**src/logic/pma_pkg.sv**
```systemverilog
package pma_pkg;

  //////////////////////////////////////////////////////////////////////
  // PMA region description
  //////////////////////////////////////////////////////////////////////

  // One attribute region, bounds are word addresses
  // Range is half open: low <= addr < high
  typedef struct packed {
    logic [31:0] word_addr_low;
    logic [31:0] word_addr_high;
    logic        main;
    logic        bufferable;
    logic        cacheable;
    logic        atomic;
  } pma_region_t;

  // Fallback when an address hits no configured region
  // Treated as I/O, so fetch, speculation and AMO all fault
  localparam pma_region_t PMA_R_DEFAULT = '{
    word_addr_low:  32'h0000_0000,
    word_addr_high: 32'h0000_0000,
    main:           1'b0,
    bufferable:     1'b0,
    cacheable:      1'b0,
    atomic:         1'b0
  };

  // Used when the region table is empty
  // Whole map behaves as plain main memory
  localparam pma_region_t NO_PMA_R_DEFAULT = '{
    word_addr_low:  32'h0000_0000,
    word_addr_high: 32'h0000_0000,
    main:           1'b1,
    bufferable:     1'b0,
    cacheable:      1'b0,
    atomic:         1'b1
  };

  //////////////////////////////////////////////////////////////////////
  // Request types
  //////////////////////////////////////////////////////////////////////

  // Access kind, fetch means execute, amo means atomic
  typedef enum logic [1:0] {
    OP_LOAD  = 2'b00,
    OP_STORE = 2'b01,
    OP_FETCH = 2'b10,
    OP_AMO   = 2'b11
  } mem_op_e;

  // Incoming request as seen at the upstream port
  typedef struct packed {
    logic [31:0] addr;
    mem_op_e     op;
    logic        speculative;
    logic [31:0] wdata;
  } mem_req_t;

  // Stage 1 result, request plus its word address
  typedef struct packed {
    mem_req_t    req;
    logic [29:0] word_addr;
  } pma_req_t;

  // Checked request sent downstream
  typedef struct packed {
    logic [31:0] addr;
    mem_op_e     op;
    logic [31:0] wdata;
    logic        err;
    logic        bufferable;
    logic        cacheable;
  } mem_out_t;

endpackage

```
**src/logic/lsu_req_stage.sv**
```systemverilog
module lsu_req_stage (
  input  logic                clk,
  input  logic                rst_n_i,

  // Upstream request, already credit qualified by the sender
  input  logic                req_valid_i,
  input  pma_pkg::mem_req_t   req_i,

  // Registered request towards the PMA check
  output logic                s1_valid_o,
  output pma_pkg::pma_req_t   s1_req_o
);

  //////////////////////////////////////////////////////////////////////
  // Word address
  //////////////////////////////////////////////////////////////////////

  // Byte offset is dropped here once
  // Later stages compare against region bounds in words
  logic [29:0] word_addr;

  assign word_addr = req_i.addr[31:2];

  //////////////////////////////////////////////////////////////////////
  // Valid register
  //////////////////////////////////////////////////////////////////////

  // No stall anywhere in the pipe
  // Valid simply follows the input one cycle later
  always_ff @(posedge clk) begin
    if (!rst_n_i) begin
      s1_valid_o <= 1'b0;
    end else begin
      s1_valid_o <= req_valid_i;
    end
  end

  //////////////////////////////////////////////////////////////////////
  // Payload register
  //////////////////////////////////////////////////////////////////////

  // Only load on a valid beat to keep toggling down
  // Contents are ignored whenever s1_valid_o is low
  always_ff @(posedge clk) begin
    if (req_valid_i) begin
      s1_req_o.req       <= req_i;
      s1_req_o.word_addr <= word_addr;
    end
  end

endmodule

```
**src/logic/pma_check_stage.sv**
```systemverilog
module pma_check_stage #(
  parameter bit                  A_EXTENSION     = 1'b0,
  parameter int unsigned         PMA_NUM_REGIONS = 0,
  parameter pma_pkg::pma_region_t PMA_CFG [(PMA_NUM_REGIONS > 0 ? PMA_NUM_REGIONS-1 : 0):0] =
    '{default: pma_pkg::PMA_R_DEFAULT}
) (
  input  logic                clk,
  input  logic                rst_n_i,

  // From stage 1
  input  logic                s1_valid_i,
  input  pma_pkg::pma_req_t   s1_req_i,

  // Checked request towards the output buffer
  output logic                s2_valid_o,
  output pma_pkg::mem_out_t   s2_out_o
);

  pma_pkg::pma_region_t region;
  logic [31:0]          word_addr;
  logic                 region_atomic;
  logic                 is_fetch;
  logic                 is_amo;
  logic                 err;

  // Region bounds are full 32 bit words, so widen the address
  assign word_addr = {2'b00, s1_req_i.word_addr};

  //////////////////////////////////////////////////////////////////////
  // Region lookup
  //////////////////////////////////////////////////////////////////////

  if (PMA_NUM_REGIONS == 0) begin : g_no_pma
    // Empty table, everything is main memory
    assign region = pma_pkg::NO_PMA_R_DEFAULT;
  end else begin : g_pma
    logic hit;

    // First match in index order wins on overlap
    always_comb begin
      region = pma_pkg::PMA_R_DEFAULT;
      hit    = 1'b0;
      for (int i = 0; i < PMA_NUM_REGIONS; i++) begin
        if (!hit &&
            (word_addr >= PMA_CFG[i].word_addr_low) &&
            (word_addr <  PMA_CFG[i].word_addr_high)) begin
          region = PMA_CFG[i];
          hit    = 1'b1;
        end
      end
    end
  end

  // Without the A extension no region may take an AMO
  if (A_EXTENSION) begin : g_atomic
    assign region_atomic = region.atomic;
  end else begin : g_no_atomic
    assign region_atomic = 1'b0;
  end

  //////////////////////////////////////////////////////////////////////
  // Access checks
  //////////////////////////////////////////////////////////////////////

  assign is_fetch = (s1_req_i.req.op == pma_pkg::OP_FETCH);
  assign is_amo   = (s1_req_i.req.op == pma_pkg::OP_AMO);

  // Atomics need an atomic region
  // Speculation and execution only from main memory
  assign err = (is_amo && !region_atomic)                  ||
               (s1_req_i.req.speculative && !region.main) ||
               (is_fetch && !region.main);

  //////////////////////////////////////////////////////////////////////
  // Output registers
  //////////////////////////////////////////////////////////////////////

  always_ff @(posedge clk) begin
    if (!rst_n_i) begin
      s2_valid_o <= 1'b0;
    end else begin
      s2_valid_o <= s1_valid_i;
    end
  end

  // Payload carries the byte address, not the word address
  always_ff @(posedge clk) begin
    if (s1_valid_i) begin
      s2_out_o.addr       <= s1_req_i.req.addr;
      s2_out_o.op         <= s1_req_i.req.op;
      s2_out_o.wdata      <= s1_req_i.req.wdata;
      s2_out_o.err        <= err;
      s2_out_o.bufferable <= region.bufferable;
      s2_out_o.cacheable  <= region.cacheable;
    end
  end

endmodule

```
**src/logic/lsu_out_stage.sv**
```systemverilog
module lsu_out_stage #(
  parameter int unsigned IN_CREDITS  = 4,
  parameter int unsigned OUT_CREDITS = 2
) (
  input  logic                clk,
  input  logic                rst_n_i,

  // From the PMA check
  input  logic                s2_valid_i,
  input  pma_pkg::mem_out_t   s2_out_i,

  // Downstream side
  input  logic                credit_i,
  output logic                out_valid_o,
  output pma_pkg::mem_out_t   out_o,

  // Credit back to the upstream sender
  output logic                credit_o
);

  // Pointer needs at least one bit even for a single entry
  localparam int unsigned PTR_W = (IN_CREDITS > 1) ? $clog2(IN_CREDITS) : 1;
  localparam int unsigned CNT_W = $clog2(IN_CREDITS + 1);
  localparam int unsigned CRD_W = $clog2(OUT_CREDITS + 1);

  pma_pkg::mem_out_t buf_mem [IN_CREDITS];
  logic [PTR_W-1:0]  wr_ptr;
  logic [PTR_W-1:0]  rd_ptr;
  logic [CNT_W-1:0]  fill;
  logic [CRD_W-1:0]  dn_credits;
  logic              push;
  logic              pop;

  //////////////////////////////////////////////////////////////////////
  // Buffer control
  //////////////////////////////////////////////////////////////////////

  // Every stage 2 beat is written, upstream credits bound the depth
  assign push = s2_valid_i;
  // Send when something is held and downstream has room
  assign pop  = (fill != '0) && (dn_credits != '0);

  always_ff @(posedge clk) begin
    if (!rst_n_i) begin
      wr_ptr     <= '0;
      rd_ptr     <= '0;
      fill       <= '0;
      dn_credits <= CRD_W'(OUT_CREDITS);
      out_valid_o <= 1'b0;
    end else begin
      if (push) begin
        // Wrap by compare, depth need not be a power of two
        wr_ptr <= (wr_ptr == PTR_W'(IN_CREDITS - 1)) ? '0 : wr_ptr + 1'b1;
      end
      if (pop) begin
        rd_ptr <= (rd_ptr == PTR_W'(IN_CREDITS - 1)) ? '0 : rd_ptr + 1'b1;
      end
      case ({push, pop})
        2'b10:   fill <= fill + 1'b1;
        2'b01:   fill <= fill - 1'b1;
        default: fill <= fill;
      endcase
      // Send and returned credit in one cycle cancel out
      case ({pop, credit_i})
        2'b10:   dn_credits <= dn_credits - 1'b1;
        2'b01:   dn_credits <= dn_credits + 1'b1;
        default: dn_credits <= dn_credits;
      endcase
      out_valid_o <= pop;
    end
  end

  //////////////////////////////////////////////////////////////////////
  // Storage and output data
  //////////////////////////////////////////////////////////////////////

  // Entry written this cycle is readable from the next one on
  always_ff @(posedge clk) begin
    if (push) begin
      buf_mem[wr_ptr] <= s2_out_i;
    end
    if (pop) begin
      out_o <= buf_mem[rd_ptr];
    end
  end

  // An entry leaving frees one upstream slot
  assign credit_o = out_valid_o;

endmodule

```
**src/logic/lsu_pma_top.sv**
```systemverilog
module lsu_pma_top #(
  parameter bit                   A_EXTENSION     = 1'b0,
  parameter int unsigned          PMA_NUM_REGIONS = 0,
  parameter pma_pkg::pma_region_t PMA_CFG [(PMA_NUM_REGIONS > 0 ? PMA_NUM_REGIONS-1 : 0):0] =
    '{default: pma_pkg::PMA_R_DEFAULT},
  parameter int unsigned          IN_CREDITS      = 4,
  parameter int unsigned          OUT_CREDITS     = 2
) (
  input  logic                clk,
  input  logic                rst_n_i,

  // Upstream request port, credit based
  input  logic                req_valid_i,
  input  pma_pkg::mem_req_t   req_i,
  output logic                credit_o,

  // Downstream port, credit based
  output logic                out_valid_o,
  output pma_pkg::mem_out_t   out_o,
  input  logic                credit_i
);

  //////////////////////////////////////////////////////////////////////
  // Stage links
  //////////////////////////////////////////////////////////////////////

  logic              s1_valid;
  pma_pkg::pma_req_t s1_req;
  logic              s2_valid;
  pma_pkg::mem_out_t s2_out;

  // Stage 1, register request and form word address
  lsu_req_stage u_req_stage (
    .clk         (clk),
    .rst_n_i     (rst_n_i),
    .req_valid_i (req_valid_i),
    .req_i       (req_i),
    .s1_valid_o  (s1_valid),
    .s1_req_o    (s1_req)
  );

  // Stage 2, region lookup and checks
  pma_check_stage #(
    .A_EXTENSION     (A_EXTENSION),
    .PMA_NUM_REGIONS (PMA_NUM_REGIONS),
    .PMA_CFG         (PMA_CFG)
  ) u_pma_check (
    .clk        (clk),
    .rst_n_i    (rst_n_i),
    .s1_valid_i (s1_valid),
    .s1_req_i   (s1_req),
    .s2_valid_o (s2_valid),
    .s2_out_o   (s2_out)
  );

  // Stage 3, buffer sized to the upstream credit pool
  lsu_out_stage #(
    .IN_CREDITS  (IN_CREDITS),
    .OUT_CREDITS (OUT_CREDITS)
  ) u_out_stage (
    .clk         (clk),
    .rst_n_i     (rst_n_i),
    .s2_valid_i  (s2_valid),
    .s2_out_i    (s2_out),
    .credit_i    (credit_i),
    .out_valid_o (out_valid_o),
    .out_o       (out_o),
    .credit_o    (credit_o)
  );

endmodule

```
**config.mk**
```make
export PLATFORM = sky130hd
export DESIGN_NAME = lsu_pma_top
export DESIGN_NICKNAME = d
export VERILOG_FILES = /design/src/logic/pma_pkg.sv /design/src/logic/lsu_req_stage.sv /design/src/logic/pma_check_stage.sv /design/src/logic/lsu_out_stage.sv /design/src/logic/lsu_pma_top.sv
export SDC_FILE = /design/constraint.sdc
export NUM_CORES = 1
export LEC_CHECK = 0
export BUFFER_PORTS_ARGS = -buffer_cell sky130_fd_sc_hd__buf_2
export CAP_MARGIN = 25
export CORE_MARGIN = 5
export CORE_UTILIZATION = 28
export CTS_BUF_LIST = sky130_fd_sc_hd__clkbuf_4 sky130_fd_sc_hd__clkbuf_8
export DETAILED_ROUTE_END_ITERATION = 7
export GPL_TIMING_DRIVEN = 0
export PLACE_DENSITY = 0.53
export SYNTH_ARGS = -nofsm -noshare
export SYNTH_HDL_FRONTEND = slang
export SYNTH_HIERARCHICAL = 1
export SYNTH_SLANG_ARGS = --single-unit
```
**constraint.sdc**
```tcl
create_clock -name clk -period 9.3 [get_ports clk]
set_input_delay 0.465 -clock clk [delete_from_list [all_inputs] [get_ports clk]]
set_output_delay 0.465 -clock clk [all_outputs]
set_load 0.01 [all_outputs]
```
==> results.cfg <==
[critical_path]
cp_cell_sequence = o32ai_2, inv_4, buf_16, ha_1, fa_1, xnor2_1, or3_1, a21oi_1
cpMaxStageDelayCell = o32ai_2
crit_fanout = 36
worstSetupStartpointType = flip-flop
cp.arrival_ps = 3430
r2r_cells = 8
rrSetupSlack_ps = 6450
r2r_end = u_out_stage/fill[2]
endpoint_kind = flip-flop
required_ps = 9880
rr_startpoint = u_out_stage/fill[0]
critical-path-max-stage-delay_ps = 540
crit_type = flip-flop to flip-flop

[synth]
syn_area_per_cell_um2 = 25.71
yosysWarnings = 6
syn_inst = 656
synth.cell_area_um2 = 16870

[placed_design]
io_buffer_count = 140
hpwl_um = 18630
dp_slack_ps = 6376
dpl-instance-area_um2 = 18760
dpl.cell_count = 1586
gp_congestion = 0.6465

[power_and_ir_drop]
ir_worst_vdd_mv = 0.1283
p_leak_nw = 7.055
power_density_nw_per_um2 = 262.0
finalPower_mw = 5.511

[sta]
period_share_pct = 30.64
maxSlewHeadroom_pct = 50.96
fin_skew_ps = 21.62
finalSetupViolations = 0
setup_tns_ps = 0
max_freq_mhz = 350.9
finalHoldViolCount = 0
worst_slew_pin_slew_ps = 735.6
timing.final.ws_setup_ps = 6450
rsz0062_at_grt = false
finalMaxSlewViolations = 0
min_period_ps = 2850

[layout]
nets = 1037
fin_cells = 1802
seq_area_um2 = 14600
post_route_cells_drive_above_1_share_pct = 39.45
area_growth_pct = 24.71
final_cell_area_um2 = 21030
num-fill-cells = 5571
multi_input_area_um2 = 1891

[clock_network]
clk_path_buf_depth = 3
cts.sink_count = 490
cts_made_buffers = 85
cts_tree = yes
h-tree-depth = 3
root_buffer = clkbuf_8
clk_pin_slew_worst_paths_ps = 60
post_cts_resized = 0
clock_latency_ps = 640

[global_routing]
grt_max_degree = 40
grt_pass1_wl_um = 50900
track_usage_pct = 10.44
antenna_found_initial = 4
overflow = 0
grt_pass1_vias = 8117

[die]
fp.dieArea_um2 = 65240
initial_utilization_pct = 28.10
core-area_um2 = 60020
std_cell_rows = 90
dieHeight_um = 255.4
io_pins = 142
die_x_um = 255.4

[flow_run]
cap_violations = 0

[min_path]
min_to = u_out_stage/dn_credits[0]
min_path_type = input pin to flip-flop
hold_path_depth = 4
hold_path.startpoint = credit_i

[drt]
via_per_inst = 4.097
route.detailed.drc = 0
wire_per_inst_um = 18.63
drt-pass1-iter-count = 4
drt_iter0_drc = 371
vias = 7382
routed_wl_um = 33580
ant_nets = 0

[run_status]
outcome = completed
[flip-flops by register name, indices dropped and copies added, names as in the netlist]
name / count
u_out_stage/credit_o: 1
u_out_stage/buf_mem: 276
u_out_stage/fill: 3
u_out_stage/dn_credits: 2
u_req_stage/s1_valid_o: 1
u_out_stage/wr_ptr: 2
u_out_stage/rd_ptr: 2
u_pma_check/s2_out_o: 67
u_out_stage/out_o: 69
u_req_stage/s1_req_o: 66
u_pma_check/s2_valid_o: 1
[power by group]
part	switching (mW)	leakage, nW	internal [mW]
clock	0.843	0.839	1.01
combinational	0.471	1.70	0.371
sequential	0.0952	4.52	2.72
total	1.41	7.05	4.10
[metrics by stage]
stage,hold WS (ps),util [%]
2_1_floorplan,400.3,-
3_3_place_gp,402.9,30.90
3_5_place_dp,404.5,31.26
4_1_cts,159.5,35.04
5_1_grt,232.2,35.04
6_report,266.7,35.04
[cell type report]
cell class | count | area share, %
plain buffers | 49 | 1.790
diodes | 1 | 0.01190
inverters | 5 | 0.1011
repair buffers | 214 | 7.448
clock buffers | 113 | 6.680
flip-flops and latches | 490 | 69.40
multi-input cells | 113 | 8.988
well taps | 782 | 4.652
clock inverters | 35 | 0.9280
[cell usage in the layout, fill, tap and decap left out, drive strengths merged]
cell type and n:
a21oi 3, and2 7, buf 195, bufinv 1
clkbuf 114, clkinv 28, clkinvlp 5, conb 2
dfxtp 12, diode 1, dlygate4sd3 67, edfxtp 478
fa 1, ha 7, inv 6, mux2i 2
mux4 69, nand2 2, nand3 2, nor2 6
nor3b 1, o21ai 3, o32ai 1, or3 3
xnor2 1, xor2 3
[critical path: cells and delay by family, from the launching register on]
family	cells	cell delay [ps]
compound gates	2	680
buf+inv	2	660
fa+ha+maj	2	630
flops	1	350
simple gates	1	300
xor+xnor	1	140
[timing repair]
| item | in CTS | in global routing |
|---|---|---|
| hold buffers | 67 | 0 |
| setup buffers | 0 | 0 |
| endpoints found under the hold margin | 67 | 0 |
[how the worst max path moves through the flow]
stage	end	slack (ps)	cells after the start	from
final	u_out_stage/fill[2]	6450	8	u_out_stage/fill[0]
after global routing	u_out_stage/fill[2]	6220	8	u_out_stage/fill[0]
after CTS	u_out_stage/fill[2]	6350	8	u_out_stage/fill[0]
after detailed placement	u_out_stage/fill[2]	6380	8	u_out_stage/fill[0]
after global placement	u_out_stage/fill[2]	4650	7	u_out_stage/fill[0]
after floorplan	u_out_stage/fill[2]	6110	7	u_out_stage/fill[0]
[metal layers]
layer	routed length [um]	track usage, %	vias up
met4	937	3.764	2
met2	16370	16.85	213
li1	-	-	3299
met5	13	0	-
met3	2035	3.703	72
met1	14220	13.14	3796
No activity file was read; power rests on OpenSTA's default activity.
